### config.mk
export PLATFORM = sky130hd
export DESIGN_NAME = lockDetector
export DESIGN_NICKNAME = d
export VERILOG_FILES = /design/src/ncoTable.svh /design/src/carrierLoopPkg.sv /design/src/lockDetector.sv
export SDC_FILE = /design/constraint.sdc
export NUM_CORES = 1
export LEC_CHECK = 0
export BUFFER_PORTS_ARGS = -buffer_cell sky130_fd_sc_hd__clkbuf_2
export CORE_MARGIN = 4
export CORE_UTILIZATION = 35
export CTS_BUF_LIST = sky130_fd_sc_hd__clkbuf_8
export CTS_CLUSTER_DIAMETER = 150
export DETAILED_ROUTE_END_ITERATION = 6
export PLACE_DENSITY = 0.68
export SLEW_MARGIN = 20
export SYNTH_ARGS = -nofsm -noshare
export SYNTH_HDL_FRONTEND = slang
export SYNTH_SLANG_ARGS = --single-unit
### constraint.sdc
create_clock -name clk -period 3.73 [get_ports clk]
set_input_delay 0.1865 -clock clk [delete_from_list [all_inputs] [get_ports clk]]
set_output_delay 0.1865 -clock clk [all_outputs]
set_load 0.02 [all_outputs]
### src/ncoTable.svh
//--------------------------------------------------------------------------
// Quarter-wave cosine table for the carrier NCO, included inside the
// oscillator module. Entry n holds cos(2*pi*n/256) at a full scale of
// 2^17-1, for n from 0 to 63.
//--------------------------------------------------------------------------
`ifndef NCO_TABLE_SVH
`define NCO_TABLE_SVH

localparam logic [16:0] COS_QUARTER [0:63] = '{
  17'd131071, 17'd131032, 17'd130913, 17'd130716,
  17'd130440, 17'd130085, 17'd129652, 17'd129141,
  17'd128553, 17'd127886, 17'd127143, 17'd126323,
  17'd125427, 17'd124456, 17'd123409, 17'd122288,
  17'd121094, 17'd119826, 17'd118487, 17'd117076,
  17'd115594, 17'd114043, 17'd112423, 17'd110736,
  17'd108982, 17'd107162, 17'd105277, 17'd103329,
  17'd101319, 17'd99248,  17'd97117,  17'd94928,
  17'd92681,  17'd90379,  17'd88022,  17'd85612,
  17'd83151,  17'd80639,  17'd78079,  17'd75472,
  17'd72819,  17'd70123,  17'd67384,  17'd64605,
  17'd61786,  17'd58931,  17'd56040,  17'd53115,
  17'd50159,  17'd47172,  17'd44156,  17'd41115,
  17'd38048,  17'd34958,  17'd31848,  17'd28718,
  17'd25571,  17'd22408,  17'd19232,  17'd16044,
  17'd12847,  17'd9642,   17'd6431,   17'd3217
};

`endif

### src/carrierLoopPkg.sv
//--------------------------------------------------------------------------
// Shared types of the carrier recovery loop: the I/Q sample and host bus
// structs, the loop control fields, the register offsets and the lock
// detector states. Modules take what they need by a wildcard import.
//--------------------------------------------------------------------------
`default_nettype none

package carrierLoopPkg;

  // Default sample width, also sets the width of the iqSample_t fields
  localparam int SAMPLE_WIDTH = 18;

  typedef struct packed {
    logic signed [SAMPLE_WIDTH-1:0] i;
    logic signed [SAMPLE_WIDTH-1:0] q;
  } iqSample_t;

  // Host write side, one strobe per byte lane
  typedef struct packed {
    logic [11:0] addr;
    logic [3:0]  wrEn;
    logic [31:0] din;
  } regBus_t;

  typedef struct packed {
    logic        invertError;
    logic        zeroError;
    logic        clearAccum;
    logic [4:0]  leadExp;
    logic [4:0]  lagExp;
    logic [31:0] limit;
    logic [15:0] lockCount;
    logic [7:0]  syncThreshold;
  } loopCtrl_t;

  // Byte offsets inside the register window
  typedef enum logic [4:0] {
    CTRL   = 5'h00,
    GAINS  = 5'h04,
    LIMIT  = 5'h08,
    LOCK   = 5'h0C,
    LAGACC = 5'h10,
    STATUS = 5'h14
  } regOffset_e;

  typedef enum logic {
    UNLOCKED = 1'b0,
    LOCKED   = 1'b1
  } lockState_e;

endpackage

`default_nettype wire

### src/lockDetector.sv
//--------------------------------------------------------------------------
// Carrier lock detector. An up/down counter of symbol quality runs on each
// errEn strobe, and its overflow or underflow sets or clears the lock.
//--------------------------------------------------------------------------
`timescale 1ns/100ps
`default_nettype none

module lockDetector
  import carrierLoopPkg::*;
(
  input  logic              clk,
  input  logic              reset,
  input  logic              errEn,
  input  logic signed [7:0] phaseError,
  input  logic [7:0]        syncThreshold,
  input  logic [15:0]       lockCount,
  output logic              carrierLock,
  output logic [15:0]       lockCounter
);

  lockState_e  lockState;
  logic [7:0]  absError;
  logic [16:0] lockPlus;
  logic [16:0] lockMinus;

  // Magnitude of the raw error, -128 maps to 0x80
  assign absError  = phaseError[7] ? 8'(-phaseError) : 8'(phaseError);
  assign lockPlus  = {1'b0, lockCounter} + 17'd1;
  assign lockMinus = {1'b0, lockCounter} - 17'd1;

  always_ff @(posedge clk) begin
    if (reset) begin
      lockCounter <= '0;
      lockState   <= UNLOCKED;
    end else if (errEn) begin
      if (absError > syncThreshold) begin
        // Bad symbol, underflow drops the lock
        if (lockMinus[16]) begin
          lockCounter <= lockCount;
          lockState   <= UNLOCKED;
        end else begin
          lockCounter <= lockMinus[15:0];
        end
      end else if (lockPlus[16]) begin
        lockCounter <= lockCount;
        lockState   <= LOCKED;
      end else begin
        lockCounter <= lockPlus[15:0];
      end
    end
  end

  assign carrierLock = (lockState == LOCKED);

endmodule

`default_nettype wire

==> results.sh <==
export IMPL_post_dp_cell_area_um2=2230
export IMPL_antenna_left=0
export IMPL_crit_start="phaseError[2]"
export IMPL_synth_cell_types=53
export IMPL_area_growth_pct=14.41
export IMPL_rsz0062_at_grt="no"
export IMPL_final_cell_area_um2=2275
export IMPL_finalWirelength_um=5680
export IMPL_core_um2=5507
export IMPL_critPathCaptureType="flip-flop"
export IMPL_die_area_um2=6951
export IMPL_cp_max_fo=19
export IMPL_portBuffers=51
export IMPL_status="finished, final reports clean"
export IMPL_cap_violations=0
export IMPL_finalSetupViolations=0
export IMPL_drcViolationCount=0
export IMPL_final_common_cell="clkbuf_2"
export IMPL_gr_usage_all_layers=0.1686
export IMPL_cp_required_ns=3.89
export IMPL_cts_path_max_buffers=2
export IMPL_ys_seq_elements=17
export IMPL_yosysSeqAreaShare=0.1712
export IMPL_period_share=0.8183
export IMPL_syn_mean_instance_area_um2=7.126
export IMPL_cts_hold_buf=0
export IMPL_syn_instance_count=279
export IMPL_whs_ns=0.1830
export IMPL_gp_congestion=0.8863
export IMPL_hp_class="input port to flip-flop"
export IMPL_start_kind="input port"
export IMPL_r2r_start="lockCounter[0]"
export IMPL_clock_sinks=17
export IMPL_fmax_mhz=327.6
export IMPL_setup_ws_ns=0.6777
export IMPL_netlist_area_um2=1988
export IMPL_htree_levels=1
export IMPL_slew_viol_final=0
export IMPL_fill_cells=591
export IMPL_crit_path_end="lockCounter[7]"
export IMPL_dr_first_iter_drc_count=219
export IMPL_ys_warn_count=0
export IMPL_first_global_vias=2112
export IMPL_vias_per_cell=5.548
export IMPL_synth_edff_count=0
export IMPL_clkSlewWorstSetupHoldPaths_ns=0.08
export IMPL_dieHeight_um=83.37
export IMPL_post_cts_resized=0
export IMPL_diodes=0
export IMPL_final_core_util=0.4131
export IMPL_final_cell_mix="clkbuf_2 (51), nand2_1 (39), nor2_1 (24)"
export IMPL_period_needed_ns=3.052
export IMPL_worst_pin_slew_ns=0.7859
export IMPL_async_flop_share=0
export IMPL_initial_core_util=0.3611
export IMPL_nets=362
export IMPL_antenna_found_initial=0
export IMPL_drt_first_pass_iters=4
export IMPL_cp_arrival_ns=3.21
export IMPL_post_drt_wl_per_cell_um=14.68
export IMPL_rows=27
export IMPL_cellPowerDensity_nw_per_um2=325.8
export IMPL_r2r_slack_ns=0.97
export IMPL_cts_setup_buffers=0
export IMPL_hp_start="lockCount[5]"
export IMPL_num_io_pins=52
export IMPL_reg2reg_to="lockCounter[9]"
export IMPL_place_ws_ns=0.4122
export IMPL_p_leak_nw=1.015
export IMPL_finalHoldViolCount=0
export IMPL_num_vias=2147
export IMPL_grt_pass1_wl_um=9991
export IMPL_drive_gt1_frac=0.2063
export IMPL_clockRootBuffer="clkbuf_8"
export IMPL_die_w_um=83.37
export IMPL_grt_max_degree=27
export IMPL_criticalPathCategory="input port to flip-flop"
export IMPL_reg2reg_depth=9
export IMPL_clock_skew_ns=0.001680
export IMPL_cts_tree="done"
export IMPL_ir_drop_v=0.0001205
export IMPL_dominantRegCellSynth="dfxtp_1"
export IMPL_slew_headroom=0.4761
export IMPL_insertion_delay_ns=0.26
export IMPL_fin_setup_tns_ns=0
export IMPL_postSynthNetCount=325
export IMPL_overflow=0
export IMPL_cts_buffers=3
export IMPL_hpwl_um=4226
[metrics by stage]
stage               power, mW  instances
floorplan              0.5156        279
global placement       0.5857        383
detailed placement     0.5903        383
CTS                    0.7401        387
global route           0.7967        387
finish                 0.7412        387
[layer usage]
metal	GRT usage	vias to the layer above	wire, um
met5	0	-	0
li1	-	1087	-
met2	0.2770	75	2712
met3	0.02579	7	386
met4	0.03863	0	61
met1	0.2312	978	2519
[Yosys cell counts, drive strengths merged, types with 11 or more instances]
master  number  area (um2)
nor2        24       90.09
nor3        17       85.08
o21ai       12       60.05
nand3       15       75.07
ha          11       137.6
dfxtp       17       340.3
inv         16       60.06
xnor2       13       113.9
nand2       40       152.6
[registers in the layout (all words and copies together) (netlist names)]
signal,cells
lockCounter,16
carrierLock,1
[cells by family after synthesis]
logic type | share of synthesized area
muxes | 0.05790
AOI/OAI and AO/OA | 0.2215
DFF | 0.1712
buffers and inverters | 0.08622
xor gates and xnor gates | 0.08370
and+or+nand+nor | 0.3103
adders and majority gates | 0.06922
[cell type report]
type                            instances  area, um2  area share
Inverter                               16      60.06     0.02640
Timing Repair Buffer                   52      262.8      0.1155
Clock buffer                            3      41.29     0.01815
Multi-Input combinational cell        226       1476      0.6491
Sequential cell                        17      340.3      0.1496
Tap cell                               72      90.09     0.03960
Clock inverter                          1      3.754    0.001650
[worst min path at each step]
stage          slack, ns  depth (start not counted)             end
6_report            0.18                          3  lockCounter[5]
5_1_grt             0.22                          3  lockCounter[5]
4_1_cts             0.19                          3  lockCounter[5]
3_5_place_dp        0.47                          3  lockCounter[5]
3_3_place_gp        0.46                          3  lockCounter[5]
2_1_floorplan       0.35                          2  lockCounter[5]
[where the power goes]
group	total (mW)	internal, mW	switching (mW)
clock	0.152	0.0735	0.0783
combinational	0.351	0.152	0.199
sequential	0.239	0.198	0.0408
total	0.741	0.424	0.318
[critical path, stage by stage]
cell and delay [ns]:
clkbuf_2 0.10, or3_1 0.36, or3_1 0.33, nor4b_1 0.30, ha_1 0.30, a21oi_1 0.16, o21ai_0 0.10, a21o_1 0.18
and2_1 0.42, nor4b_1 0.44, a311oi_1 0.09, a32o_1 0.26
(Power assumes the default switching activity.)
