<file path="config.mk">
export PLATFORM = sky130hd
export DESIGN_NAME = complexMixer
export DESIGN_NICKNAME = d
export VERILOG_FILES = /design/src/ncoTable.svh /design/src/carrierLoopPkg.sv /design/src/complexMixer.sv
export SDC_FILE = /design/constraint.sdc
export NUM_CORES = 2
export LEC_CHECK = 0
export ABC_AREA = 1
export BUFFER_PORTS_ARGS = -buffer_cell sky130_fd_sc_hd__buf_4
export CORE_MARGIN = 5
export CORE_UTILIZATION = 52
export DETAILED_ROUTE_END_ITERATION = 6
export PLACE_DENSITY_LB_ADDON = 0.2
export REMOVE_ABC_BUFFERS = 1
export SYNTH_ARGS = -nofsm -noshare
export SYNTH_HDL_FRONTEND = slang
export SYNTH_SLANG_ARGS = --single-unit
</file>
<file path="constraint.sdc">
create_clock -name clk -period 8.29 [get_ports clk]
set_clock_uncertainty 0.2 [all_clocks]
set_input_delay 2.0725 -clock clk [delete_from_list [all_inputs] [get_ports clk]]
set_output_delay 2.0725 -clock clk [all_outputs]
set_load 0.01 [all_outputs]
</file>
<file path="src/ncoTable.svh">
//--------------------------------------------------------------------------
// Quarter-wave cosine table for the carrier NCO, included inside the
// oscillator module. Entry n holds cos(2*pi*n/256) at a full scale of
// 2^17-1, for n from 0 to 63.
//--------------------------------------------------------------------------
`ifndef NCO_TABLE_SVH
`define NCO_TABLE_SVH

localparam logic [16:0] COS_QUARTER [0:63] = '{
  17'd131071, 17'd131032, 17'd130913, 17'd130716,
  17'd130440, 17'd130085, 17'd129652, 17'd129141,
  17'd128553, 17'd127886, 17'd127143, 17'd126323,
  17'd125427, 17'd124456, 17'd123409, 17'd122288,
  17'd121094, 17'd119826, 17'd118487, 17'd117076,
  17'd115594, 17'd114043, 17'd112423, 17'd110736,
  17'd108982, 17'd107162, 17'd105277, 17'd103329,
  17'd101319, 17'd99248,  17'd97117,  17'd94928,
  17'd92681,  17'd90379,  17'd88022,  17'd85612,
  17'd83151,  17'd80639,  17'd78079,  17'd75472,
  17'd72819,  17'd70123,  17'd67384,  17'd64605,
  17'd61786,  17'd58931,  17'd56040,  17'd53115,
  17'd50159,  17'd47172,  17'd44156,  17'd41115,
  17'd38048,  17'd34958,  17'd31848,  17'd28718,
  17'd25571,  17'd22408,  17'd19232,  17'd16044,
  17'd12847,  17'd9642,   17'd6431,   17'd3217
};

`endif

</file>
<file path="src/carrierLoopPkg.sv">
//--------------------------------------------------------------------------
// Shared types of the carrier recovery loop: the I/Q sample and host bus
// structs, the loop control fields, the register offsets and the lock
// detector states. Modules take what they need by a wildcard import.
//--------------------------------------------------------------------------
`default_nettype none

package carrierLoopPkg;

  // Default sample width, also sets the width of the iqSample_t fields
  localparam int SAMPLE_WIDTH = 18;

  typedef struct packed {
    logic signed [SAMPLE_WIDTH-1:0] i;
    logic signed [SAMPLE_WIDTH-1:0] q;
  } iqSample_t;

  // Host write side, one strobe per byte lane
  typedef struct packed {
    logic [11:0] addr;
    logic [3:0]  wrEn;
    logic [31:0] din;
  } regBus_t;

  typedef struct packed {
    logic        invertError;
    logic        zeroError;
    logic        clearAccum;
    logic [4:0]  leadExp;
    logic [4:0]  lagExp;
    logic [31:0] limit;
    logic [15:0] lockCount;
    logic [7:0]  syncThreshold;
  } loopCtrl_t;

  // Byte offsets inside the register window
  typedef enum logic [4:0] {
    CTRL   = 5'h00,
    GAINS  = 5'h04,
    LIMIT  = 5'h08,
    LOCK   = 5'h0C,
    LAGACC = 5'h10,
    STATUS = 5'h14
  } regOffset_e;

  typedef enum logic {
    UNLOCKED = 1'b0,
    LOCKED   = 1'b1
  } lockState_e;

endpackage

`default_nettype wire

</file>
<file path="src/complexMixer.sv">
//--------------------------------------------------------------------------
// Complex mixer. Rotates each input sample by the NCO pair in a 4-stage
// pipeline: input registers, products, sum and difference, then rounding
// and saturation back to the sample width. Takes a sample every clock.
//--------------------------------------------------------------------------
`timescale 1ns/100ps
`default_nettype none

module complexMixer
  import carrierLoopPkg::*;
#(
  parameter int SAMPLE_WIDTH = 18
)(
  input  logic      clk,
  input  logic      reset,
  input  iqSample_t iqIn,
  input  iqSample_t lo,
  output iqSample_t iqOut
);

  localparam int PROD_WIDTH = 2 * SAMPLE_WIDTH;
  localparam int SUM_WIDTH  = PROD_WIDTH + 1;
  localparam int SHIFT      = SAMPLE_WIDTH - 1;
  localparam int RES_WIDTH  = SUM_WIDTH - SHIFT;
  localparam logic signed [SUM_WIDTH-1:0] ROUND   = SUM_WIDTH'(1) <<< (SHIFT - 1);
  localparam logic signed [RES_WIDTH-1:0] SAT_MAX = RES_WIDTH'((1 <<< SHIFT) - 1);
  localparam logic signed [RES_WIDTH-1:0] SAT_MIN = -SAT_MAX - 1;

  logic signed [SAMPLE_WIDTH-1:0] aI;
  logic signed [SAMPLE_WIDTH-1:0] aQ;
  logic signed [SAMPLE_WIDTH-1:0] bI;
  logic signed [SAMPLE_WIDTH-1:0] bQ;
  logic signed [PROD_WIDTH-1:0]   pII;
  logic signed [PROD_WIDTH-1:0]   pQQ;
  logic signed [PROD_WIDTH-1:0]   pIQ;
  logic signed [PROD_WIDTH-1:0]   pQI;
  logic signed [SUM_WIDTH-1:0]    sumI;
  logic signed [SUM_WIDTH-1:0]    sumQ;

  // Round half up, drop SHIFT bits, clip to the sample range
  function automatic logic signed [SAMPLE_WIDTH-1:0] roundSat(
    input logic signed [SUM_WIDTH-1:0] x
  );
    logic signed [SUM_WIDTH-1:0] biased;
    logic signed [RES_WIDTH-1:0] scaled;
    biased = x + ROUND;
    scaled = RES_WIDTH'(biased >>> SHIFT);
    if (scaled > SAT_MAX) begin
      return SAT_MAX[SAMPLE_WIDTH-1:0];
    end else if (scaled < SAT_MIN) begin
      return SAT_MIN[SAMPLE_WIDTH-1:0];
    end
    return scaled[SAMPLE_WIDTH-1:0];
  endfunction

  always_ff @(posedge clk) begin
    if (reset) begin
      {aI, aQ, bI, bQ}     <= '0;
      {pII, pQQ, pIQ, pQI} <= '0;
      {sumI, sumQ}         <= '0;
      iqOut                <= '0;
    end else begin
      aI    <= $signed(iqIn.i);
      aQ    <= $signed(iqIn.q);
      bI    <= $signed(lo.i);
      bQ    <= $signed(lo.q);
      pII   <= aI * bI;
      pQQ   <= aQ * bQ;
      pIQ   <= aI * bQ;
      pQI   <= aQ * bI;
      sumI  <= pII - pQQ;
      sumQ  <= pIQ + pQI;
      iqOut.i <= roundSat(sumI);
      iqOut.q <= roundSat(sumQ);
    end
  end

endmodule

`default_nettype wire

</file>
==> impl_results.md <==
* Reg2reg path depth at 21
* Root buf cell: clkbuf_16
* Post-synthesis sequential area ratio at 0.0905
* Fmax at 142 MHz
* Max incr delay on CP at 1.02 ns
* Synth top area share at 0.405
* Critical path destination: pIQ[30]
* FF+latch count, synth at 294
* CTS Buf Count at 41
* Top area cells in the synthesized netlist: fa_1 (41%), inv_1 (15%), nand2_1 (13%)
* Leakage at 40.7 nW
* Drt wl/cell at 19.0 µm
* Mux cell area share after synthesis at 0
* Via-per-instance ratio at 5.16
* Clock-pin slew on the worst setup and hold paths at 0.06 ns
* FF-to-FF End: pIQ[30]
* Post-CTS Setup Bufs at 0
* Post-synth ARST share at 0
* WL final at 197000 µm
* Xor/xnor share of the synthesized area at 0.0101
* Core Region at 124000 µm²
* Max Cap Violations at 0
* Primary FF master, synth: dfxtp_1
* CP Class: flop to flop
* CP delay by family, top: adder cells
* Avg Cell Area, Syn at 7.42 µm²
* Post-synthesis cell area at 65000 µm²
* Area fraction in compound gates after synthesis at 0.0509
* TritonCTS clock tree: yes
* DRT iter0 DRCs at 4209
* Initial Util at 0.524
* Hold_buf cts at 0
* Post-synth top cells: inv_1 (2581), nand2_1 (2185), fa_1 (1316)
* Top-count cell post-synth: inv_1
* Total grt overflow at 0
* Yosys warns at 0
* Worst r2r src: aI[17]
* First-pass GRT wire length at 316000 µm
* Critical path startpoint category: flop
* Arrival time of the worst setup path at 7.37 ns
* Slowest CP cell: dfxtp_1
* Antenna violations before repair at 6
* Main combinational cell family by area after synthesis: adder cells
* H-tree depth at 2
* Worst Path Required at 8.64 ns
* Hold WC Path Type: flop to flop
* Die span in x at 364 µm
* Pin count of the biggest net entering global routing at 68
* Filler instances at 12.0k
* Vias in the first global route at 56.3k
* Top cell by count, worst path: fa_1
* Worst Tran Pin Value at 1.31 ns
* Die extent in y at 364 µm
* Crit. End Element: flop
* Critical path peak fanout at 19
* Setup TNS at 0 ns
* Post_cts resized at 0
* Crit path buf inv count at 5
* Crit path time final at 7.02 ns
* Multi-input logic area at 48200 µm²
* Critical Path Stages at 21
* # IOs at 110
* Clk sinks at 294
* Total power at 0.0152 W
* Via count at 53.6k
* Synthesis-to-layout area growth at 6.05%
* Ratio of cells with drive above 1 in the final layout at 0.0405
* Final ANT Viol Nets at 0
* Endpoints failing setup at 0
* GR Util All Layers at 0.308
* Row cnt at 129
* Post-Syn Instances at 8763
* Worst vdd ir at 0.336 mV
* Yosys cell types at 40
* Pwr dens at 220 nW/µm²
* RSZ-0062 raised after global routing: no
* DRT Pass-1 Iters at 6
* Max Buffers Root-to-Sink at 3
* Synth Area in Simple Gates at 0.189
* Gpl congestion at 0.965
* Register area at 5900 µm²
* DP HPWL at 164000 µm
* Clk Latency, worst-skew pair at 0.66 ns
* Max-slew headroom at 0.124
* Fin nets at 10.5k
* Die area at 132000 µm²
* # port buffers at 109
* Final Slew Violations at 0
* Outcome: finished, final reports clean
* Endpoints failing hold at 0
* Setup slack, reg-to-reg at 1.27 ns
* DRC at 0
* Worst setup startpoint: aI[17]
* Cell taking the most area after synthesis: fa_1
* Number of synthesized flops with an enable pin at 0
* Crit-path cells: nand2_1 -> fa_1 -> inv_1 -> fa_1 -> inv_1 -> fa_1 -> fa_1 -> fa_1 -> fa_1 -> inv_1 -> ha_1 -> nand2_1 -> nor2_1 -> inv_1 -> nor2_1 -> inv_1 -> nor2_1 -> nand2_1 -> nand3_1 -> nor2_1 -> nor2_1
* Synthesized-area fraction occupied by adder cells at 0.491
* Fin crit share at 0.847
==> flip-flops by register name, indices dropped and copies added, names as in the netlist, 21 cells and up <==
register / flops
sumQ: 21
pQI: 36
pQQ: 36
pII: 36
iqOut: 36
sumI: 21
pIQ: 36
==> cell families after synthesis <==
kind of cell	count (synthesis)
AO/OA/AOI/OAI	582
buffers and inverters	2909
AND/OR/NAND/NOR	3143
XOR/XNOR	75
adder cells (fa/ha/maj)	1760
flip-flops	294
==> metal layers <==
| layer | share of wire | vias up | GRT usage |
|---|---|---|---|
| met5 | 0.00017 | - | 0 |
| met4 | 0.051 | 4 | 0.129 |
| met3 | 0.087 | 383 | 0.0556 |
| met2 | 0.44 | 2148 | 0.485 |
| met1 | 0.42 | 26300 | 0.422 |
| li1 | - | 24700 | - |
==> worst register-to-register path: cells and delay by family (launching register included) <==
kind / cells / cell delay (ns)
adder cells (fa/ha/maj): 7 / 3.85
AND/OR/NAND/NOR: 9 / 1.32
flip-flops: 1 / 1.02
buffers and inverters: 5 / 0.58
==> worst min path at each step <==
stage	startpoint	endpoint	slack, ns	depth (start not counted)
after floorplan	sumQ[36]	iqOut[17]	0.33	3
after global routing	sumQ[30]	iqOut[13]	0.48	3
after detailed placement	sumI[33]	iqOut[34]	0.41	3
after CTS	sumI[33]	iqOut[34]	0.42	3
final	sumI[33]	iqOut[34]	0.42	3
after global placement	sumI[36]	iqOut[35]	0.41	3
==> where the power goes <==
group / switching, W / internal, W / total [W]
Sequential: 0.000524 / 0.00186 / 0.00238
Clock: 0.000790 / 0.00110 / 0.00189
Combinational: 0.00715 / 0.00377 / 0.0109
Total: 0.00846 / 0.00672 / 0.0152
==> layout make-up <==
class	count	share of cell area
multi-input cells	5560	0.699
clock inverters	21	0.00408
diodes	3	0.000109
repair buffers	224	0.0248
flip-flops and latches	294	0.0856
well taps	1637	0.0297
clock buffers	53	0.0164
inverters	2583	0.141
==> cell usage in the layout, fill, tap and decap left out, drive strengths merged <==
master       n
inv       2584
nand2     2200
fa        1316
nor2       683
ha         444
a21oi      305
dfxtp      294
buf        224
nand3      167
o21ai      141
clkbuf      53
o21bai      42
xor2        40
nor3        39
xnor2       35
a21o        31
o21a        31
nand4       23
a21boi      16
a31oi       12
clkinv      12
nand3b      10
nor4         8
or2          5
and2         5
o211ai       4
clkinvlp     4
bufinv       4
diode        3
and3         2
nor3b        1
==> through the flow <==
stage | utilization | hold slack, ns | area (µm²) | setup slack (ns) | cells
after floorplan | - | 0.330 | 63700 | 2.16 | 8437
after global placement | 0.545 | 0.413 | 67500 | 1.34 | 10300
after detailed placement | 0.545 | 0.406 | 67500 | 1.27 | 10300
after CTS | 0.556 | 0.420 | 68900 | 1.29 | 10400
after global routing | 0.556 | 0.477 | 68900 | 0.755 | 10400
final | 0.556 | 0.423 | 68900 | 1.27 | 10400
Power figures use the tool's default switching activity.
