==> config.mk <==
export PLATFORM = sky130hd
export DESIGN_NAME = carrierNco
export DESIGN_NICKNAME = d
export VERILOG_FILES = /design/src/carrierLoopPkg.sv /design/src/carrierNco.sv
export VERILOG_INCLUDE_DIRS = /design/src
export SDC_FILE = /design/constraint.sdc
export NUM_CORES = 1
export LEC_CHECK = 0
export BUFFER_PORTS_ARGS = -buffer_cell sky130_fd_sc_hd__buf_2
export CELL_PAD_IN_SITES_DETAIL_PLACEMENT = 0
export CELL_PAD_IN_SITES_GLOBAL_PLACEMENT = 1
export CORE_UTILIZATION = 41
export CTS_CLUSTER_DIAMETER = 50
export DETAILED_ROUTE_END_ITERATION = 10
export PLACE_DENSITY_LB_ADDON = 0.1
export REMOVE_ABC_BUFFERS = 1
export SLEW_MARGIN = 20
export SYNTH_ARGS = -nofsm -noshare
export SYNTH_HDL_FRONTEND = slang
export SYNTH_SLANG_ARGS = --single-unit
==> constraint.sdc <==
create_clock -name clk -period 3.5 [get_ports clk]
set_clock_uncertainty 0.2 [all_clocks]
set_input_delay 0.875 -clock clk [delete_from_list [all_inputs] [get_ports clk]]
set_output_delay 0.875 -clock clk [all_outputs]
set_load 0.02 [all_outputs]
==> src/ncoTable.svh <==
//--------------------------------------------------------------------------
// Quarter-wave cosine table for the carrier NCO, included inside the
// oscillator module. Entry n holds cos(2*pi*n/256) at a full scale of
// 2^17-1, for n from 0 to 63.
//--------------------------------------------------------------------------
`ifndef NCO_TABLE_SVH
`define NCO_TABLE_SVH

localparam logic [16:0] COS_QUARTER [0:63] = '{
  17'd131071, 17'd131032, 17'd130913, 17'd130716,
  17'd130440, 17'd130085, 17'd129652, 17'd129141,
  17'd128553, 17'd127886, 17'd127143, 17'd126323,
  17'd125427, 17'd124456, 17'd123409, 17'd122288,
  17'd121094, 17'd119826, 17'd118487, 17'd117076,
  17'd115594, 17'd114043, 17'd112423, 17'd110736,
  17'd108982, 17'd107162, 17'd105277, 17'd103329,
  17'd101319, 17'd99248,  17'd97117,  17'd94928,
  17'd92681,  17'd90379,  17'd88022,  17'd85612,
  17'd83151,  17'd80639,  17'd78079,  17'd75472,
  17'd72819,  17'd70123,  17'd67384,  17'd64605,
  17'd61786,  17'd58931,  17'd56040,  17'd53115,
  17'd50159,  17'd47172,  17'd44156,  17'd41115,
  17'd38048,  17'd34958,  17'd31848,  17'd28718,
  17'd25571,  17'd22408,  17'd19232,  17'd16044,
  17'd12847,  17'd9642,   17'd6431,   17'd3217
};

`endif

==> src/carrierLoopPkg.sv <==
//--------------------------------------------------------------------------
// Shared types of the carrier recovery loop: the I/Q sample and host bus
// structs, the loop control fields, the register offsets and the lock
// detector states. Modules take what they need by a wildcard import.
//--------------------------------------------------------------------------
`default_nettype none

package carrierLoopPkg;

  // Default sample width, also sets the width of the iqSample_t fields
  localparam int SAMPLE_WIDTH = 18;

  typedef struct packed {
    logic signed [SAMPLE_WIDTH-1:0] i;
    logic signed [SAMPLE_WIDTH-1:0] q;
  } iqSample_t;

  // Host write side, one strobe per byte lane
  typedef struct packed {
    logic [11:0] addr;
    logic [3:0]  wrEn;
    logic [31:0] din;
  } regBus_t;

  typedef struct packed {
    logic        invertError;
    logic        zeroError;
    logic        clearAccum;
    logic [4:0]  leadExp;
    logic [4:0]  lagExp;
    logic [31:0] limit;
    logic [15:0] lockCount;
    logic [7:0]  syncThreshold;
  } loopCtrl_t;

  // Byte offsets inside the register window
  typedef enum logic [4:0] {
    CTRL   = 5'h00,
    GAINS  = 5'h04,
    LIMIT  = 5'h08,
    LOCK   = 5'h0C,
    LAGACC = 5'h10,
    STATUS = 5'h14
  } regOffset_e;

  typedef enum logic {
    UNLOCKED = 1'b0,
    LOCKED   = 1'b1
  } lockState_e;

endpackage

`default_nettype wire

==> src/carrierNco.sv <==
//--------------------------------------------------------------------------
// Carrier NCO. A 32-bit phase accumulator steps by the frequency word
// every clock. The top 8 phase bits index a folded quarter-wave table, and
// cosine/sine come out 2 cycles after the phase.
//--------------------------------------------------------------------------
`timescale 1ns/100ps
`default_nettype none

module carrierNco
  import carrierLoopPkg::*;
#(
  parameter int SAMPLE_WIDTH = 18
)(
  input  logic        clk,
  input  logic        reset,
  input  logic [31:0] freqWord,
  output iqSample_t   lo
);

  `include "ncoTable.svh"

  logic [31:0]                    phase;
  logic [5:0]                     fine;
  logic [5:0]                     sinIdx;
  logic [1:0]                     quadrant;
  logic [16:0]                    cosMag;
  logic [16:0]                    sinMag;
  logic signed [SAMPLE_WIDTH-1:0] cosVal;
  logic signed [SAMPLE_WIDTH-1:0] sinVal;

  always_ff @(posedge clk) begin
    if (reset) begin
      phase <= '0;
    end else begin
      phase <= phase + freqWord;
    end
  end

  // Sine of the fine angle is the cosine mirrored at a quarter turn
  assign fine   = phase[29:24];
  assign sinIdx = 6'd0 - fine;

  always_ff @(posedge clk) begin
    quadrant <= phase[31:30];
    cosMag   <= COS_QUARTER[fine];
    sinMag   <= (fine == 6'd0) ? 17'd0 : COS_QUARTER[sinIdx];
  end

  assign cosVal = SAMPLE_WIDTH'(cosMag);
  assign sinVal = SAMPLE_WIDTH'(sinMag);

  // Rotate by the quadrant
  always_ff @(posedge clk) begin
    case (quadrant)
      2'd0: begin
        lo.i <= cosVal;
        lo.q <= sinVal;
      end
      2'd1: begin
        lo.i <= -sinVal;
        lo.q <= cosVal;
      end
      2'd2: begin
        lo.i <= -cosVal;
        lo.q <= -sinVal;
      end
      default: begin
        lo.i <= sinVal;
        lo.q <= -cosVal;
      end
    endcase
  end

endmodule

`default_nettype wire

==> results of run 1 <==
## registers in the layout, indices dropped and copies added, names as in the netlist
signal and count:
lo 36, phase 32, cosMag 17, sinMag 17
quadrant 2
## metal layers
layer  global-route usage  routed length, um  up-vias
met1                0.376              13400     4164
li1                     -                  -     4442
met3               0.0417               1870       39
met5                    0                  0        -
met4               0.0861                728        0
met2                0.398              12500      341
## worst paths after layout
| kind | from | endpoint | slack (ns) | cells after the start |
|---|---|---|---|---|
| setup / recovery | freqWord[0] | phase[28] | 0.19 | 11 |
| hold / removal | phase[31] | quadrant[1] | 0.16 | 0 |
| setup reg to reg | phase[25] | sinMag[3] | 0.46 | 11 |
| hold reg to reg | phase[31] | quadrant[1] | 0.16 | 0 |
## synth_stat cells (all sizes together), types with 12 or more instances
| library cell | instances | area share |
|---|---|---|
| nand2 | 128 | 0.055 |
| o21ai | 98 | 0.056 |
| a211oi | 24 | 0.021 |
| o31ai | 12 | 0.010 |
| nor2 | 161 | 0.069 |
| xor2 | 26 | 0.026 |
| mux4 | 12 | 0.031 |
| inv | 22 | 0.0095 |
| clkbuf | 91 | 0.039 |
| dfxtp | 104 | 0.24 |
| a21oi | 116 | 0.067 |
| xnor2 | 45 | 0.045 |
| buf | 14 | 0.0070 |
| a21o | 21 | 0.018 |
| ha | 54 | 0.078 |
| nor2b | 20 | 0.014 |
| o211ai | 24 | 0.021 |
| nand3 | 21 | 0.012 |
| a31oi | 25 | 0.018 |
| nor3 | 39 | 0.022 |
## area by class of cell
| class | instances | area [sq um] | area share |
|---|---|---|---|
| Clock inverter | 6 | 61.3 | 0.00625 |
| Multi-Input combinational cell | 977 | 6160 | 0.628 |
| Clock buffer | 10 | 239 | 0.0243 |
| Timing Repair Buffer | 131 | 836 | 0.0851 |
| Sequential cell | 104 | 2080 | 0.212 |
| Tap cell | 270 | 338 | 0.0344 |
| Inverter | 25 | 93.8 | 0.00956 |
## cells by family after synthesis
logic type,synth area share
mux,0.0445
buf+inv,0.0571
xor+xnor,0.0714
fa+ha+maj,0.0798
simple gates,0.218
compound gates,0.290
flops,0.239
## layout by cell type (no fill, tap or decap), types with 6 or more instances in the layout
cell and n:
ha_1 54, clkbuf_16 9, nor2_1 161, o21a_1 7, a31oi_1 25, a221oi_1 7, and3_1 6, xnor2_1 42
inv_1 22, nor2b_1 20, nor4_1 6, or3_1 7, buf_2 69, a311oi_1 7, nand4_1 10, xor2_1 26
nand2_1 128, mux2_2 6, o211ai_1 24, o31ai_1 12, a21oi_1 116, nand2b_1 9, a211oi_1 23, o21ai_0 97
nor3_1 39, mux4_2 12, buf_4 60, nand3_1 21, dfxtp_1 102, a21o_1 21
## critical path, stage by stage
cell and delay [ns]:
buf_2 0.10, ha_1 0.22, fa_1 0.40, a21oi_1 0.20, o2bb2ai_1 0.12, or3b_2 0.45
a21oi_1 0.13, buf_4 0.15, a21oi_1 0.13, a31oi_1 0.22, mux2_2 0.35
## stage by stage
stage / setup WS, ns / area, sq um
after CTS: 0.187 / 9820
after floorplan: -2.72 / 8310
final: 0.193 / 9820
after detailed placement: -0.184 / 9520
after global placement: -0.132 / 9520
after global routing: 0.0133 / 9820
==> metrics.yaml, run 1 <==
global_routing:
  gr-total-overflow: 0
  grt_max_degree: 61
  grt_usage: 0.262
  grt_pass1_wl_mm: 45.0
  first_global_vias: 8138
  grt_antenna_before_repair: 0
placed_design:
  gp_congestion: 0.889
  placedCellCount: 1507
  place.port_buffers: 69
  dp_hpwl_mm: 20.8
drt:
  vias: 8986
  wl_per_cell_um: 18.8
  wl_mm: 28.6
  drt-vias-per-instance: 5.90
  ant_nets: 0
  initialDrtViolationCount: 722
  first_pass_iters: 6
  drc: 0
clock_tree:
  clockBufferDepth: 2
  cts_resized: 0
  cts_root_buf: "clkbuf_16"
  clk_pin_slew_ns: 0.08
  clkSinkCount: 104
  cts_tree: "yes"
  cts_buffers: 9
  cts_setup_buffers: 0
  htreeDepth: 3
  clock_latency_ns: 0.35
  ctsHoldBuffers: 0
sta:
  fmax_mhz: 302
  min_period_ns: 3.31
  whs_ns: 0.165
  setup_viol: 0
  rsz0062_at_grt: "no"
  finalMaxSlewViolations: 0
  slew_headroom: 0.382
  period_share: 0.945
  tns_ns: 0
  hold_viol: 0
  tightest_slew_ns: 0.927
worst_setup_path:
  cp_max_fo: 3
  arrival_ns: 3.35
  critPathCaptureType: "flop"
  crit_required_ns: 3.55
  cp-start-kind: "input pin"
  worstSetupPathType: "input pin to flop"
final_layout:
  final_cells: 1523
  areaGrowthSynthToFinish_pct: 12.6
  drive_gt1_frac: 0.144
  final_util: 0.477
  fill_cells: 2171
  num_antenna_cells: 0
  nets: 1337
yosys:
  synthArstFlopShare: 0
  synth_edf_count: 0
  ys_seq_elements: 104
  avgSynthCellArea_sq_um: 7.20
  yosysSeqAreaShare: 0.239
  synth.cell_area_sq_um: 8710
  netlist_instances: 1211
  synth_flop_cell: "dfxtp_1"
  ys_warn_count: 0
  ys_types: 66
floorplanning:
  die-height_um: 148
  dieArea_sq_um: 21800
  start_util: 0.424
  num_rows: 52
  die_w_um: 148
  io_pins: 70
  core_area_sq_um: 20600
flow_run:
  drv_cap: 0
status:
  status: "completed"
min_path:
  hold_class: "flop to flop"
Power of run 1 is left out: the tool's default activity adds up to more than one toggle a clock period on the data nets, which glitch-free logic cannot reach.
==> run 2, diff against run 1 <==
--- a/config.mk
+++ b/config.mk
@@ -13,6 +13,7 @@
 export CTS_CLUSTER_DIAMETER = 50
 export DETAILED_ROUTE_END_ITERATION = 10
 export PLACE_DENSITY_LB_ADDON = 0.1
+export RECOVER_POWER = 25
 export REMOVE_ABC_BUFFERS = 1
 export SLEW_MARGIN = 20
 export SYNTH_ARGS = -nofsm -noshare
==> run 2 against run 1 <==
Compared with the run above: the flow now finishes with violations (capacitance limit, slew limit); clock-buffer cell count is the same; die area did not move; global-route usage is the same; non-clock buffer count did not move; routed wire length is 0.12% higher; largest cell class unchanged.
==> metrics.yaml, run 2 (same netlist as run 1, synthesis figures left out) <==
status:
  status: "complete, but fails checks"  # was completed
  violations: "capacitance limit, slew limit"
final_layout:
  largest_reg_flops: 36  # unchanged
  largestRegisters: "lo x36, phase x32"  # unchanged
  final_common_cell: "nor2_1"  # unchanged
  nets: 1337  # unchanged
  mostFrequentLayoutCells: "161 x nor2_1, 128 x nand2_1, 116 x a21oi_1"  # unchanged
  num_antenna_cells: 0  # unchanged
  drive_gt1_frac: 0.122  # was 0.144
  final_cells: 1523  # unchanged
  final_util: 0.476  # was 0.477
  registers.top_by_ff_count: "lo"  # unchanged
  areaGrowthSynthToFinish_pct: 12.2  # was 12.6%
worst_setup_path:
  critPathCaptureType: "flop"  # unchanged
  crit_required_ns: 3.55  # about the same
  cp_max_fo: 3  # unchanged
  worstSetupPathType: "input pin to flop"  # unchanged
  cp-start-kind: "input pin"  # unchanged
  arrival_ns: 3.35  # about the same
clock_tree:
  cts_setup_buffers: 0  # unchanged
  cts_resized: 0  # unchanged
  clkSinkCount: 104  # unchanged
  cts_root_buf: "clkbuf_16"  # unchanged
  ctsHoldBuffers: 0  # unchanged
  cts_buffers: 9  # unchanged
  cts_tree: "yes"  # unchanged
  clock_latency_ns: 0.36  # was 0.35 ns
  htreeDepth: 3  # unchanged
  clockBufferDepth: 2  # unchanged
  clk_pin_slew_ns: 0.08  # about the same
global_routing:
  grt_max_degree: 61  # unchanged
  grt_pass1_wl_mm: 45.0  # unchanged
  grt_antenna_before_repair: 0  # unchanged
  grt_usage: 0.262  # unchanged
  gr-total-overflow: 0  # unchanged
  first_global_vias: 8138  # unchanged
drt:
  dr_wl_met3_mm: 1.92  # was 1.87 mm
  first_pass_iters: 5  # was 6
  met1Wirelength_mm: 13.4  # unchanged
  initialDrtViolationCount: 723  # was 722
  ant_nets: 0  # unchanged
  top_layer: "met4"  # unchanged
  drt-vias-per-instance: 5.88  # was 5.90
  drc: 0  # unchanged
  vias: 8961  # was 8986
  met2_length_mm: 12.5  # about the same
  wl_mm: 28.6  # about the same
  wl_per_cell_um: 18.8  # about the same
floorplanning:
  core_area_sq_um: 20600  # unchanged
  num_rows: 52  # unchanged
  io_pins: 70  # unchanged
  dieArea_sq_um: 21800  # unchanged
  die-height_um: 148  # unchanged
  die_w_um: 148  # unchanged
  start_util: 0.424  # unchanged
placed_design:
  dp_hpwl_mm: 20.8  # unchanged
  gp_congestion: 0.889  # unchanged
  placedCellCount: 1507  # unchanged
  dp_slack_ns: -0.184  # unchanged
  place.port_buffers: 69  # unchanged
sta:
  period_share: 0.945  # about the same
  whs_ns: 0.165  # unchanged
  min_period_ns: 3.31  # about the same
  setup_viol: 0  # unchanged
  fin_ws_ns: 0.193  # about the same
  fmax_mhz: 302  # about the same
  finalMaxSlewViolations: 38  # was 0
  rsz0062_at_grt: "no"  # unchanged
  tightest_slew_ns: 1.73  # was 0.927 ns
  slew_headroom: -0.155  # was 0.382
  hold_viol: 0  # unchanged
flow_run:
  drv_cap: 1  # was 0
min_path:
  hold_class: "flop to flop"  # unchanged
-- run 2: cell count changes in the layout (fill, tap and decap cells not counted) --
| cell | before | now |
|---|---|---|
| clkbuf_1 | 0 | 26 |
| buf_2 | 69 | 44 |
| buf_4 | 60 | 59 |
| dfxtp_1 | 102 | 103 |
| dfxtp_2 | 2 | 1 |
-- run 2: critical path: stages --
cell,delay (ns)
buf_2,0.10
ha_1,0.22
fa_1,0.40
a21oi_1,0.20
o2bb2ai_1,0.12
or3b_2,0.45
a21oi_1,0.13
buf_4,0.15
a21oi_1,0.13
a31oi_1,0.22
mux2_2,0.35
-- run 2: final timing paths --
check | startpoint | end | slack, ns | depth (start not counted)
setup / recovery | freqWord[0] | phase[28] | 0.19 | 11
hold / removal | phase[31] | quadrant[1] | 0.16 | 0
setup reg to reg | phase[25] | sinMag[4] | 0.45 | 10
hold reg to reg | phase[31] | quadrant[1] | 0.16 | 0
-- run 2: cell type report --
class | instances | area, sq um
clock buffer | 10 | 239
clock inverter | 6 | 61.3
fill | 2190 | 10800
inverter | 25 | 93.8
multi-input combinational | 977 | 6160
sequential | 104 | 2080
tap | 270 | 338
timing repair buffer | 131 | 801
-- run 2: metrics by stage --
stage / cell area, sq um / setup TNS (ns)
6_report: 9780 / 0
5_1_grt: 9780 / 0
4_1_cts: 9820 / 0
3_5_place_dp: 9520 / -0.549
3_3_place_gp: 9520 / -0.341
2_1_floorplan: 8310 / -44.59
-- run 2: layer usage --
metal	GRT usage	vias up
li1	-	4438
met1	0.376	4139
met2	0.398	343
met3	0.0417	41
met4	0.0861	0
met5	0	-
Power of run 2 is left out for the same reason.
