<file path="src/ncoTable.svh">
//--------------------------------------------------------------------------
// Quarter-wave cosine table for the carrier NCO, included inside the
// oscillator module. Entry n holds cos(2*pi*n/256) at a full scale of
// 2^17-1, for n from 0 to 63.
//--------------------------------------------------------------------------
`ifndef NCO_TABLE_SVH
`define NCO_TABLE_SVH

localparam logic [16:0] COS_QUARTER [0:63] = '{
  17'd131071, 17'd131032, 17'd130913, 17'd130716,
  17'd130440, 17'd130085, 17'd129652, 17'd129141,
  17'd128553, 17'd127886, 17'd127143, 17'd126323,
  17'd125427, 17'd124456, 17'd123409, 17'd122288,
  17'd121094, 17'd119826, 17'd118487, 17'd117076,
  17'd115594, 17'd114043, 17'd112423, 17'd110736,
  17'd108982, 17'd107162, 17'd105277, 17'd103329,
  17'd101319, 17'd99248,  17'd97117,  17'd94928,
  17'd92681,  17'd90379,  17'd88022,  17'd85612,
  17'd83151,  17'd80639,  17'd78079,  17'd75472,
  17'd72819,  17'd70123,  17'd67384,  17'd64605,
  17'd61786,  17'd58931,  17'd56040,  17'd53115,
  17'd50159,  17'd47172,  17'd44156,  17'd41115,
  17'd38048,  17'd34958,  17'd31848,  17'd28718,
  17'd25571,  17'd22408,  17'd19232,  17'd16044,
  17'd12847,  17'd9642,   17'd6431,   17'd3217
};

`endif

</file>
<file path="src/carrierLoopPkg.sv">
//--------------------------------------------------------------------------
// Shared types of the carrier recovery loop: the I/Q sample and host bus
// structs, the loop control fields, the register offsets and the lock
// detector states. Modules take what they need by a wildcard import.
//--------------------------------------------------------------------------
`default_nettype none

package carrierLoopPkg;

  // Default sample width, also sets the width of the iqSample_t fields
  localparam int SAMPLE_WIDTH = 18;

  typedef struct packed {
    logic signed [SAMPLE_WIDTH-1:0] i;
    logic signed [SAMPLE_WIDTH-1:0] q;
  } iqSample_t;

  // Host write side, one strobe per byte lane
  typedef struct packed {
    logic [11:0] addr;
    logic [3:0]  wrEn;
    logic [31:0] din;
  } regBus_t;

  typedef struct packed {
    logic        invertError;
    logic        zeroError;
    logic        clearAccum;
    logic [4:0]  leadExp;
    logic [4:0]  lagExp;
    logic [31:0] limit;
    logic [15:0] lockCount;
    logic [7:0]  syncThreshold;
  } loopCtrl_t;

  // Byte offsets inside the register window
  typedef enum logic [4:0] {
    CTRL   = 5'h00,
    GAINS  = 5'h04,
    LIMIT  = 5'h08,
    LOCK   = 5'h0C,
    LAGACC = 5'h10,
    STATUS = 5'h14
  } regOffset_e;

  typedef enum logic {
    UNLOCKED = 1'b0,
    LOCKED   = 1'b1
  } lockState_e;

endpackage

`default_nettype wire

</file>
<file path="src/loopFilter.sv">
//--------------------------------------------------------------------------
// Loop filter of the carrier loop. Adjusts the phase error, then runs the
// lead path and the limited lag accumulator on each errEn strobe. The sum
// gives the frequency word, loaded one clock after the strobe.
//--------------------------------------------------------------------------
`timescale 1ns/100ps
`default_nettype none

module loopFilter
  import carrierLoopPkg::*;
(
  input  logic              clk,
  input  logic              reset,
  input  logic              errEn,
  input  logic signed [7:0] phaseError,
  input  loopCtrl_t         ctrl,
  output logic [39:0]       lagAccum,
  output logic [31:0]       freqWord
);

  logic signed [7:0]  loopError;
  logic signed [39:0] errExt;
  logic signed [39:0] leadError;
  logic signed [39:0] lagStep;
  logic signed [39:0] lagSum;
  logic signed [31:0] lagTop;
  logic signed [31:0] posLimit;
  logic signed [31:0] negLimit;
  logic [39:0]        lagNext;
  logic [39:0]        filterSum;
  logic               errEnDly;

  // Error adjust, e(k) registered on the strobe
  always_ff @(posedge clk) begin
    if (reset) begin
      loopError <= '0;
    end else if (errEn) begin
      if (ctrl.zeroError) begin
        loopError <= '0;
      end else if (ctrl.invertError) begin
        loopError <= -phaseError;
      end else begin
        loopError <= phaseError;
      end
    end
  end

  //--------------------------------------------------------------------------
  // Lead and lag gains are plain shifts of e(k-1)
  //--------------------------------------------------------------------------
  assign errExt    = {{32{loopError[7]}}, loopError};
  assign leadError = errExt <<< ctrl.leadExp;
  assign lagStep   = errExt <<< ctrl.lagExp;
  assign lagSum    = $signed(lagAccum) + lagStep;
  assign lagTop    = lagSum[39:8];
  assign posLimit  = ctrl.limit;
  assign negLimit  = -posLimit;

  // Symmetric clamp on the top 32 bits
  always_comb begin
    if (ctrl.clearAccum) begin
      lagNext = '0;
    end else if (lagTop > posLimit) begin
      lagNext = {posLimit, 8'h00};
    end else if (lagTop < negLimit) begin
      lagNext = {negLimit, 8'h00};
    end else begin
      lagNext = lagSum;
    end
  end

  always_ff @(posedge clk) begin
    if (reset) begin
      lagAccum  <= '0;
      filterSum <= '0;
      errEnDly  <= 1'b0;
      freqWord  <= '0;
    end else begin
      errEnDly <= errEn;
      if (errEn) begin
        lagAccum  <= lagNext;
        filterSum <= lagAccum + leadError;
      end
      if (errEnDly) begin
        freqWord <= filterSum[39:8];
      end
    end
  end

  aLagWithinLimit: assert property (@(posedge clk) disable iff (reset)
    errEn && !ctrl.limit[31] |=>
      ($signed(lagAccum[39:8]) <= $signed($past(ctrl.limit))) &&
      ($signed(lagAccum[39:8]) >= -$signed($past(ctrl.limit))))
    else $error("lag accumulator beyond limit");

endmodule

`default_nettype wire

</file>
<file path="config.mk">
export PLATFORM = sky130hd
export DESIGN_NAME = loopFilter
export DESIGN_NICKNAME = d
export VERILOG_FILES = /design/src/ncoTable.svh /design/src/carrierLoopPkg.sv /design/src/loopFilter.sv
export SDC_FILE = /design/constraint.sdc
export NUM_CORES = 1
export LEC_CHECK = 0
export ABC_AREA = 1
export ABC_CLOCK_PERIOD_IN_PS = 7400
export BUFFER_PORTS_ARGS = -buffer_cell sky130_fd_sc_hd__buf_2
export CAP_MARGIN = 10
export CORE_MARGIN = 1.5
export CORE_UTILIZATION = 57
export CTS_BUF_LIST = sky130_fd_sc_hd__clkbuf_8
export DETAILED_ROUTE_END_ITERATION = 7
export GPL_TIMING_DRIVEN = 0
export PLACE_DENSITY_LB_ADDON = 0.25
export REMOVE_ABC_BUFFERS = 1
export SLEW_MARGIN = 20
export SYNTH_ARGS = -nofsm -noshare
export SYNTH_HDL_FRONTEND = slang
export SYNTH_SLANG_ARGS = --single-unit
</file>
<file path="constraint.sdc">
create_clock -name clk -period 7.4 [get_ports clk]
set_input_delay 1.11 -clock clk [delete_from_list [all_inputs] [get_ports clk]]
set_output_delay 1.11 -clock clk [all_outputs]
set_load 0.005 [all_outputs]
</file>
==> results by stage, run 1 <==
Pwr:
- The net switching power is 963 uW.
- The internal power of the cells totals 1290 uW.
- The power density over the cells is 160 mW/mm^2.
- The power share of the clock group is 0.272.
- VDD sags by at most 0.0932 mV.
- Of the total power, the share spent switching nets is 0.427.
- The share of total power dissipated in sequential elements is 0.315.
- The leakage dissipation is 0.00745 uW.
- The share of total power dissipated in combinational logic is 0.413.

CTS:
- The number of buffers on the longest clock path is 2.
- The depth of the CTS H-tree is 4.
- For the worst-skew pair, the clock arrives at the later sink with an insertion delay of 470 ps.
- The number of setup buffers added after CTS is 0.
- Clock-pin slew was measured on the worst setup and hold paths at 80 ps.
- The number of clock buffers added by TritonCTS is 17.
- The TritonCTS clock tree is yes.
- CTS placed an instance of clkbuf_8 at the clock tree root.
- The clock net sink count is 113.

Synth:
- The netlist area before placement is 0.0130 sq mm.
- Counting every instance in the synthesized netlist gives 2125.
- The prevailing post-synth register cell is dfxtp_1.
- The Yosys warning count is 0.
- In the synthesized netlist the async set-or-reset flop fraction comes to 0.
- The post-synthesis area per instance is 6.11 sq um.
- In this run, synthesis produced a sequential element count of 113.
- Sorting the synthesized cells by area gives the leading types as dfxtp_1 (17%), ha_1 (13%), nand2_1 (12%).
- The top-area cell type share of the netlist area is 0.174.
- Of the synthesized area, sequential elements account for 0.174.
- The count of distinct cell types in the synthesized netlist is 57.
- Yosys mapped a number of flops with a built-in enable equal to 0.
- Of all cell types, the one taking the most synthesized area is dfxtp_1.

Outcome:
- The run finished with clean final reports.

Worst setup path:
- The highest fanout seen on the critical path is 20.
- The worst register-to-register path has a setup slack of 940 ps.
- At the worst endpoint, the required time is 7790 ps.
- The worst setup path is captured at a flop.
- The critical register-to-register path startpoint is loopError[7]$_SDFFE_PP0P_.
- The worst register-to-register path has a depth of 34.
- The sort of element at the start of the critical path is a primary input.
- The end of the worst register-to-register path is lagAccum[38]$_SDFFE_PP0P_.
- The critical path's slowest cell is nor4_1.
- Counting stages on the worst path, the most repeated cell is nand2_1.
- The delay of the slowest critical-path stage is 630 ps.
- The critical path arrival is 7260 ps.
- By startpoint and endpoint, the worst setup path is classified as primary input to flop.

Floorplanning:
- The die span in y is 154 microns.
- The initial core utilization is 0.577.
- The core region is 0.0225 sq mm.
- In this run the core area contains 55 standard-cell rows.
- The area of the die is 0.0237 sq mm.
- In this run the count of I/O pins placed on the die edge is 152.
- The die is 154 microns wide.

Route:
- The wire length reported by the detailed router is 40000 microns.
- The detailed-route DRC error count is 0.
- The detailed router finished its first iteration with 924 violations.
- Dividing the detail-routed via count by the number of cells gives 5.66.
- The number of vias after detailed routing is 14200.
- After detailed routing, the average wire length per cell comes to 16.0 microns.
- Before antenna repair, the detailed router went through 6 iterations.
- The count of nets left with antenna violations once routing finished came out at 0.

STA:
- Headroom to the max-slew limit came out at 0.359.
- The max-slew violation total from the final report was 0.
- The number of hold-slack violations in the final timing report is 0.
- On the final layout, the worst clock skew is 19.6 ps.
- The slew at the pin with the worst max-slew slack is 961 ps.
- After layout, the minimum clock period comes to 6870 ps.
- The sum of negative setup slack is 0 ps.
- Across all setup checks in the final design, the least slack found is 532 ps.
- Setup violations remaining at the end of the flow were counted as 0.
- Derived from the worst setup path, the maximum achievable clock frequency is 146 MHz.
- Setup repair after global routing left no endpoint under its margin.
- Of the available clock period, the critical path in the final layout requires 0.928.

Cells and area:
- The synthesis-to-finish area growth is 8.75%.
- Once layout is complete, the utilization of the core stands at 0.628.
- After routing the design area is 0.0141 sq mm.
- The number of cells in the finished layout apart from fillers is 2500.
- The number of nets in the final layout is 2420.
- The proportion of layout cells with a drive suffix above 1 is 0.112.
- The filler cell count in the final layout is 2288.

Run:
- The count of max-cap constraint violations is 0.

Place:
- The number of port buffers is 127.
- The standard cell area after detailed placement is 0.0137 sq mm.
- The post-placement worst setup slack is -153 ps.
- The count of placed standard cells including taps is 2466.
- Routability-driven placement finished with a final weighted congestion of 0.953.
- The HPWL after detailed placement is 32800 microns.

Global routing:
- The first-pass GRT wire length is 63900 microns.
- The number of global-route vias before repair is 13100.
- The total global routing overflow is 0.
- The largest net degree at the start of global routing is 65.
- The global-route total usage across every layer is 0.336.
- The number of antenna violations at the first check in global routing was 1.

Worst hold path:
- The kind of path behind the tightest hold check is flop to flop.
- For hold timing, the worst endpoint is freqWord[7]$_SDFFE_PP0P_.
- The number of cells traversed by the worst hold path is 2.
- The worst hold path begins at filterSum[15]$_SDFFE_PP0P_.
==> layer usage <==
metal / vias up / GRT usage / part of all wire
met1: 6348 / 0.410 / 0.44
li1: 7261 / - / -
met3: 131 / 0.0316 / 0.041
met5: - / 0 / 0
met2: 418 / 0.582 / 0.47
met4: 0 / 0.181 / 0.050
==> cells in the mapped netlist (3+ instances only) <==
library cell  count
a21oi_2          13
dfxtp_1         113
nor2_2            8
a21oi_1         197
xnor2_1          21
nand2_2          11
nand3_2          16
o211ai_1          8
nor2_1          229
a21o_1           13
nor4_1           10
xor2_1           52
and3_1            3
nand3_1         124
o2111ai_1         3
a211oi_1          4
o221ai_1          4
o21bai_1          9
o221a_2           3
inv_2            12
o21ai_0         238
mux2i_1          10
buf_1             4
o21a_1            8
clkbuf_1         60
or2_2            11
nor3_1           14
a31oi_1          31
ha_1            139
nand4_1          25
buf_6             3
inv_1           271
buf_4             3
nand2_1         426
==> worst max-delay path: cells and delay by family <==
| kind | cells | cell delay [ps] |
|---|---|---|
| simple gates | 19 | 3380 |
| compound gates | 7 | 1230 |
| fa+ha+maj | 3 | 730 |
| buf+inv | 3 | 440 |
| xor+xnor | 1 | 350 |
==> area by class of cell <==
| class | count | area (sq um) | area share |
|---|---|---|---|
| multi-input cells | 1654 | 9350 | 0.662 |
| inverters | 285 | 1070 | 0.0759 |
| clock inverters | 14 | 155 | 0.0110 |
| diodes | 2 | 5.00 | 0.000354 |
| repair buffers | 129 | 678 | 0.0480 |
| flip-flops and latches | 113 | 2260 | 0.160 |
| well taps | 285 | 357 | 0.0252 |
| clock buffers | 18 | 248 | 0.0175 |
==> sequential cells by signal (all words and copies together), names as in the netlist <==
| name | count |
|---|---|
| lagAccum | 40 |
| errEnDly | 1 |
| freqWord | 32 |
| loopError | 8 |
| filterSum | 32 |
==> per-stage QoR <==
stage	hold slack, ps	total power [uW]
6_report	460	2260
5_1_grt	494	2420
2_1_floorplan	436	1340
3_5_place_dp	448	1640
3_3_place_gp	442	1610
4_1_cts	460	2250
==> logic make-up (layout without fill, tap and decap cells) <==
group,after synthesis,after routing,synth area share
simple gates,883,883,0.292
compound gates,547,547,0.233
buf+inv,358,446,0.107
fa+ha+maj,140,140,0.135
flops,113,113,0.174
xor+xnor,74,74,0.0505
mux,10,10,0.00770
other cells,0,2,0
==> cells in the final DEF (no fill, tap or decap), drive strengths merged, types with 11 or more instances in the layout <==
cell | Yosys | routed
a21o | 13 | 13
a21oi | 210 | 210
a31oi | 31 | 31
buf | 13 | 129
clkbuf | 60 | 18
dfxtp | 113 | 113
ha | 139 | 139
inv | 283 | 286
nand2 | 437 | 437
nand3 | 140 | 140
nand4 | 25 | 25
nor2 | 238 | 238
nor3 | 15 | 15
o21ai | 240 | 240
or2 | 11 | 11
xnor2 | 21 | 21
xor2 | 53 | 53
==> worst max path at each step <==
| stage | start | endpoint |
|---|---|---|
| 3_3_place_gp | ctrl[56] | lagAccum[2]$_SDFFE_PP0P_ |
| 2_1_floorplan | ctrl[56] | lagAccum[2]$_SDFFE_PP0P_ |
| 4_1_cts | ctrl[56] | lagAccum[2]$_SDFFE_PP0P_ |
| 3_5_place_dp | ctrl[56] | lagAccum[2]$_SDFFE_PP0P_ |
| 5_1_grt | ctrl[56] | lagAccum[2]$_SDFFE_PP0P_ |
| 6_report | ctrl[58] | lagAccum[38]$_SDFFE_PP0P_ |
==> power groups by stage <==
stage | clock network [uW] | logic, uW | registers, uW
floorplan | 0 | 639 | 703
global placement | 0 | 888 | 721
detailed placement | 0 | 916 | 722
CTS | 618 | 920 | 708
global route | 645 | 1060 | 714
finish | 615 | 933 | 710
==> repair_timing <==
item,4_1_cts,5_1_grt
hold buffers,0,0
setup endpoints to repair,0,28
resized for setup,0,2
(Power assumes the default switching activity.)
==> inputs of run 2 (changes only) <==
--- a/config.mk
+++ b/config.mk
@@ -6,7 +6,7 @@
 export NUM_CORES = 1
 export LEC_CHECK = 0
 export ABC_AREA = 1
-export ABC_CLOCK_PERIOD_IN_PS = 7400
+export ABC_CLOCK_PERIOD_IN_PS = 8500
 export BUFFER_PORTS_ARGS = -buffer_cell sky130_fd_sc_hd__buf_2
 export CAP_MARGIN = 10
 export CORE_MARGIN = 1.5
@@ -15,6 +15,7 @@
 export DETAILED_ROUTE_END_ITERATION = 7
 export GPL_TIMING_DRIVEN = 0
 export PLACE_DENSITY_LB_ADDON = 0.25
+export RECOVER_POWER = 25
 export REMOVE_ABC_BUFFERS = 1
 export SLEW_MARGIN = 20
 export SYNTH_ARGS = -nofsm -noshare
==> constraint.sdc (replaced) <==
create_clock -name clk -period 8.5 [get_ports clk]
set_input_delay 1.275 -clock clk [delete_from_list [all_inputs] [get_ports clk]]
set_output_delay 1.275 -clock clk [all_outputs]
set_load 0.005 [all_outputs]
==> run 2 against run 1 <==
Compared with the run above: total power shrank 13%; final area down 0.17%; non-clock buffer count unchanged; count of clock-buffer cells in the layout unchanged; largest cell class unchanged.
==> results by stage, run 2 (synthesized netlist as in run 1, its figures left out) <==
Worst setup path:
- The end of the worst register-to-register path is lagAccum[2]$_SDFFE_PP0P_.
- The endpoint required time on the critical path is 8880 ps.
- The most frequent cell on the critical path is nand2_1.
- Setup slack on the worst reg-to-reg path comes out at 1720 ps.
- The critical register-to-register path startpoint is loopError[7]$_SDFFE_PP0P_.
- In this run the worst path has a maximum fanout of 21.
- The sort of element at the start of the critical path is a primary input.
- The worst setup path is captured at a flop.
- Counting cells, the worst reg-to-reg path comes to 34.
- On the worst path, the slowest cell contributes a delay of 770 ps.
- The slowest stage of the critical path is the nand2_1 cell.
- The classification of the worst setup path is primary input to flop.
- The critical path arrival is 7760 ps.

Floorplanning:
- The standard cell core area is 0.0225 sq mm.
- The area of the die is 0.0237 sq mm.
- Measured along the x axis, the die boundary spans 154 microns.
- In this run the vertical extent of the chip is 154 microns.
- The number of I/O pins is 152.
- The number of cell rows is 55.
- The initial core utilization is 0.577.

Route:
- Before antenna repair, the detailed router went through 5 iterations.
- For this block, the routed nets add up to 39900 microns of wire.
- The number of routed nets with antenna violations is 0.
- The detailed-route DRC error count is 0.
- The detail-routed net length per standard cell is 15.9 microns.
- The number of vias after detailed routing is 14100.
- The via density per instance is 5.66.
- The first routing iteration left 944 violations.

Cells and area:
- The library cells used most frequently in the layout, excluding fill and tap cells, are nand2_1 (425), inv_1 (271), o21ai_0 (238).
- The synthesis-to-finish area growth is 8.57%.
- The number of nets in the final layout is 2420.
- The register with the most flip-flops in the layout has 40 of them.
- The leading cell type in the layout, fill and taps excluded is nand2_1.
- The post-route core utilization is 0.627.
- The most flop-heavy register is lagAccum.
- In the final layout, the registers with the most flip-flops are lagAccum (40), filterSum (32), freqWord (32).
- In the final layout, the share of cells above drive strength 1 is 0.105.

Outcome:
- The run finished with clean final reports.

STA:
- The max-slew violation total from the final report is 0.
- The worst pin sits at a relative slew slack of 0.357.
- In the final timing run, aggregate negative setup slack is 0 ps.
- The slew at the pin with the worst max-slew slack is 964 ps.
- The number of hold-slack violations in the final timing report came to 0.
- The final cycle utilization of the critical path is 0.868.
- The clock skew after layout is 20.3 ps.
- Setup repair after global routing left no endpoint under its margin.
- The count of final setup violators is 0.
- The final critical path time including I/O delays and setup is 7380 ps.
- For this run, the top clock speed supported by timing is 136 MHz.

Worst hold path:
- Counting instances, the worst hold path has a depth of 2.
- The kind of path behind the tightest hold check is flop to flop.
- The hold path startpoint is filterSum[15]$_SDFFE_PP0P_.
- The endpoint with the worst hold slack is freqWord[7]$_SDFFE_PP0P_.

CTS:
- The depth of the CTS H-tree is 4.
- Gates resized during post-CTS repair numbered 0.
- The number of hold-repair buffers added at the cts stage is 0.
- After clock tree synthesis, the clock-pin slew on the worst setup and hold paths is 80 ps.
- Post-CTS timing repair inserted 0 buffers for setup.
- Clock tree synthesis found a total of 113 sinks.
- The clock buffer count from CTS is 17.
- The clock latency of the later-clocked register in the worst-skew pair is 470 ps.
- The number of buffers on the longest clock path is 2.
- The TritonCTS clock tree is yes.
- The tree is rooted in a clkbuf_8.

Global routing:
- The number of antenna violations at the first check in global routing was 1.
- The first global-routing pass estimated 63900 microns of wire.
- The global-route total usage across every layer is 0.336.
- The total global routing overflow is 0.
- The number of global-route vias before repair was 13100.
- The largest net degree at the start of global routing is 65.

Pwr:
- VDD sags by at most 0.0795 mV.
- The leakage dissipation is 0.00739 uW.
- The power density over the cells is 139 mW/mm^2.

Place:
- The number of port buffers is 127.
- The congestion estimate from routability-driven global placement came to 0.953.
- The detailed placer's ending HPWL is 32800 microns.

Run:
- The count of max-cap constraint violations is 0.
## run 2: metrics by stage
step	std cells	setup WS (ps)	power [uW]	hold slack [ps]	area (sq um)
floorplan	2052	2310	1170	436	12700
global placement	2464	496	1400	442	13700
detailed placement	2466	782	1430	448	13700
CTS	2498	1250	1960	460	14100
global route	2499	541	2100	494	14100
finish	2500	1120	1960	460	14100
## run 2: layout make-up
type,instances,area (sq um)
Clock buffer,18,248
Multi-Input combinational cell,1654,9350
Inverter,285,1070
Clock inverter,14,155
Tap cell,285,357
Antenna cell,2,5.00
Timing Repair Buffer,129,662
Fill cell,2296,8400
Sequential cell,113,2260
## run 2: how the worst max path moves through the flow
| stage | startpoint | endpoint | slack (ps) | cells past startpoint |
|---|---|---|---|---|
| 4_1_cts | ctrl[56] | lagAccum[2]$_SDFFE_PP0P_ | 1250 | 35 |
| 2_1_floorplan | ctrl[56] | lagAccum[2]$_SDFFE_PP0P_ | 2310 | 35 |
| 5_1_grt | ctrl[56] | lagAccum[2]$_SDFFE_PP0P_ | 540 | 38 |
| 3_3_place_gp | ctrl[56] | lagAccum[2]$_SDFFE_PP0P_ | 500 | 34 |
| 3_5_place_dp | ctrl[56] | lagAccum[2]$_SDFFE_PP0P_ | 780 | 35 |
| 6_report | ctrl[56] | lagAccum[2]$_SDFFE_PP0P_ | 1120 | 35 |
## run 2: critical path: cells and delay by family
family / cells / cell delay, ps
compound gates: 11 / 2090
xor+xnor: 1 / 350
fa+ha+maj: 2 / 670
buf+inv: 5 / 690
simple gates: 16 / 2660
## run 2: layer usage
metal / GRT usage / vias up / share of wire
met5: 0 / - / 0
met4: 0.181 / 0 / 0.048
met3: 0.0316 / 117 / 0.047
met2: 0.582 / 437 / 0.47
met1: 0.410 / 6316 / 0.44
li1: - / 7270 / -
## run 2: where the power goes
| part | switching, uW | internal [uW] | total [uW] |
|---|---|---|---|
| logic | 526 | 282 | 808 |
| clock network | 261 | 272 | 533 |
| registers | 46.9 | 571 | 618 |
| total | 835 | 1130 | 1960 |
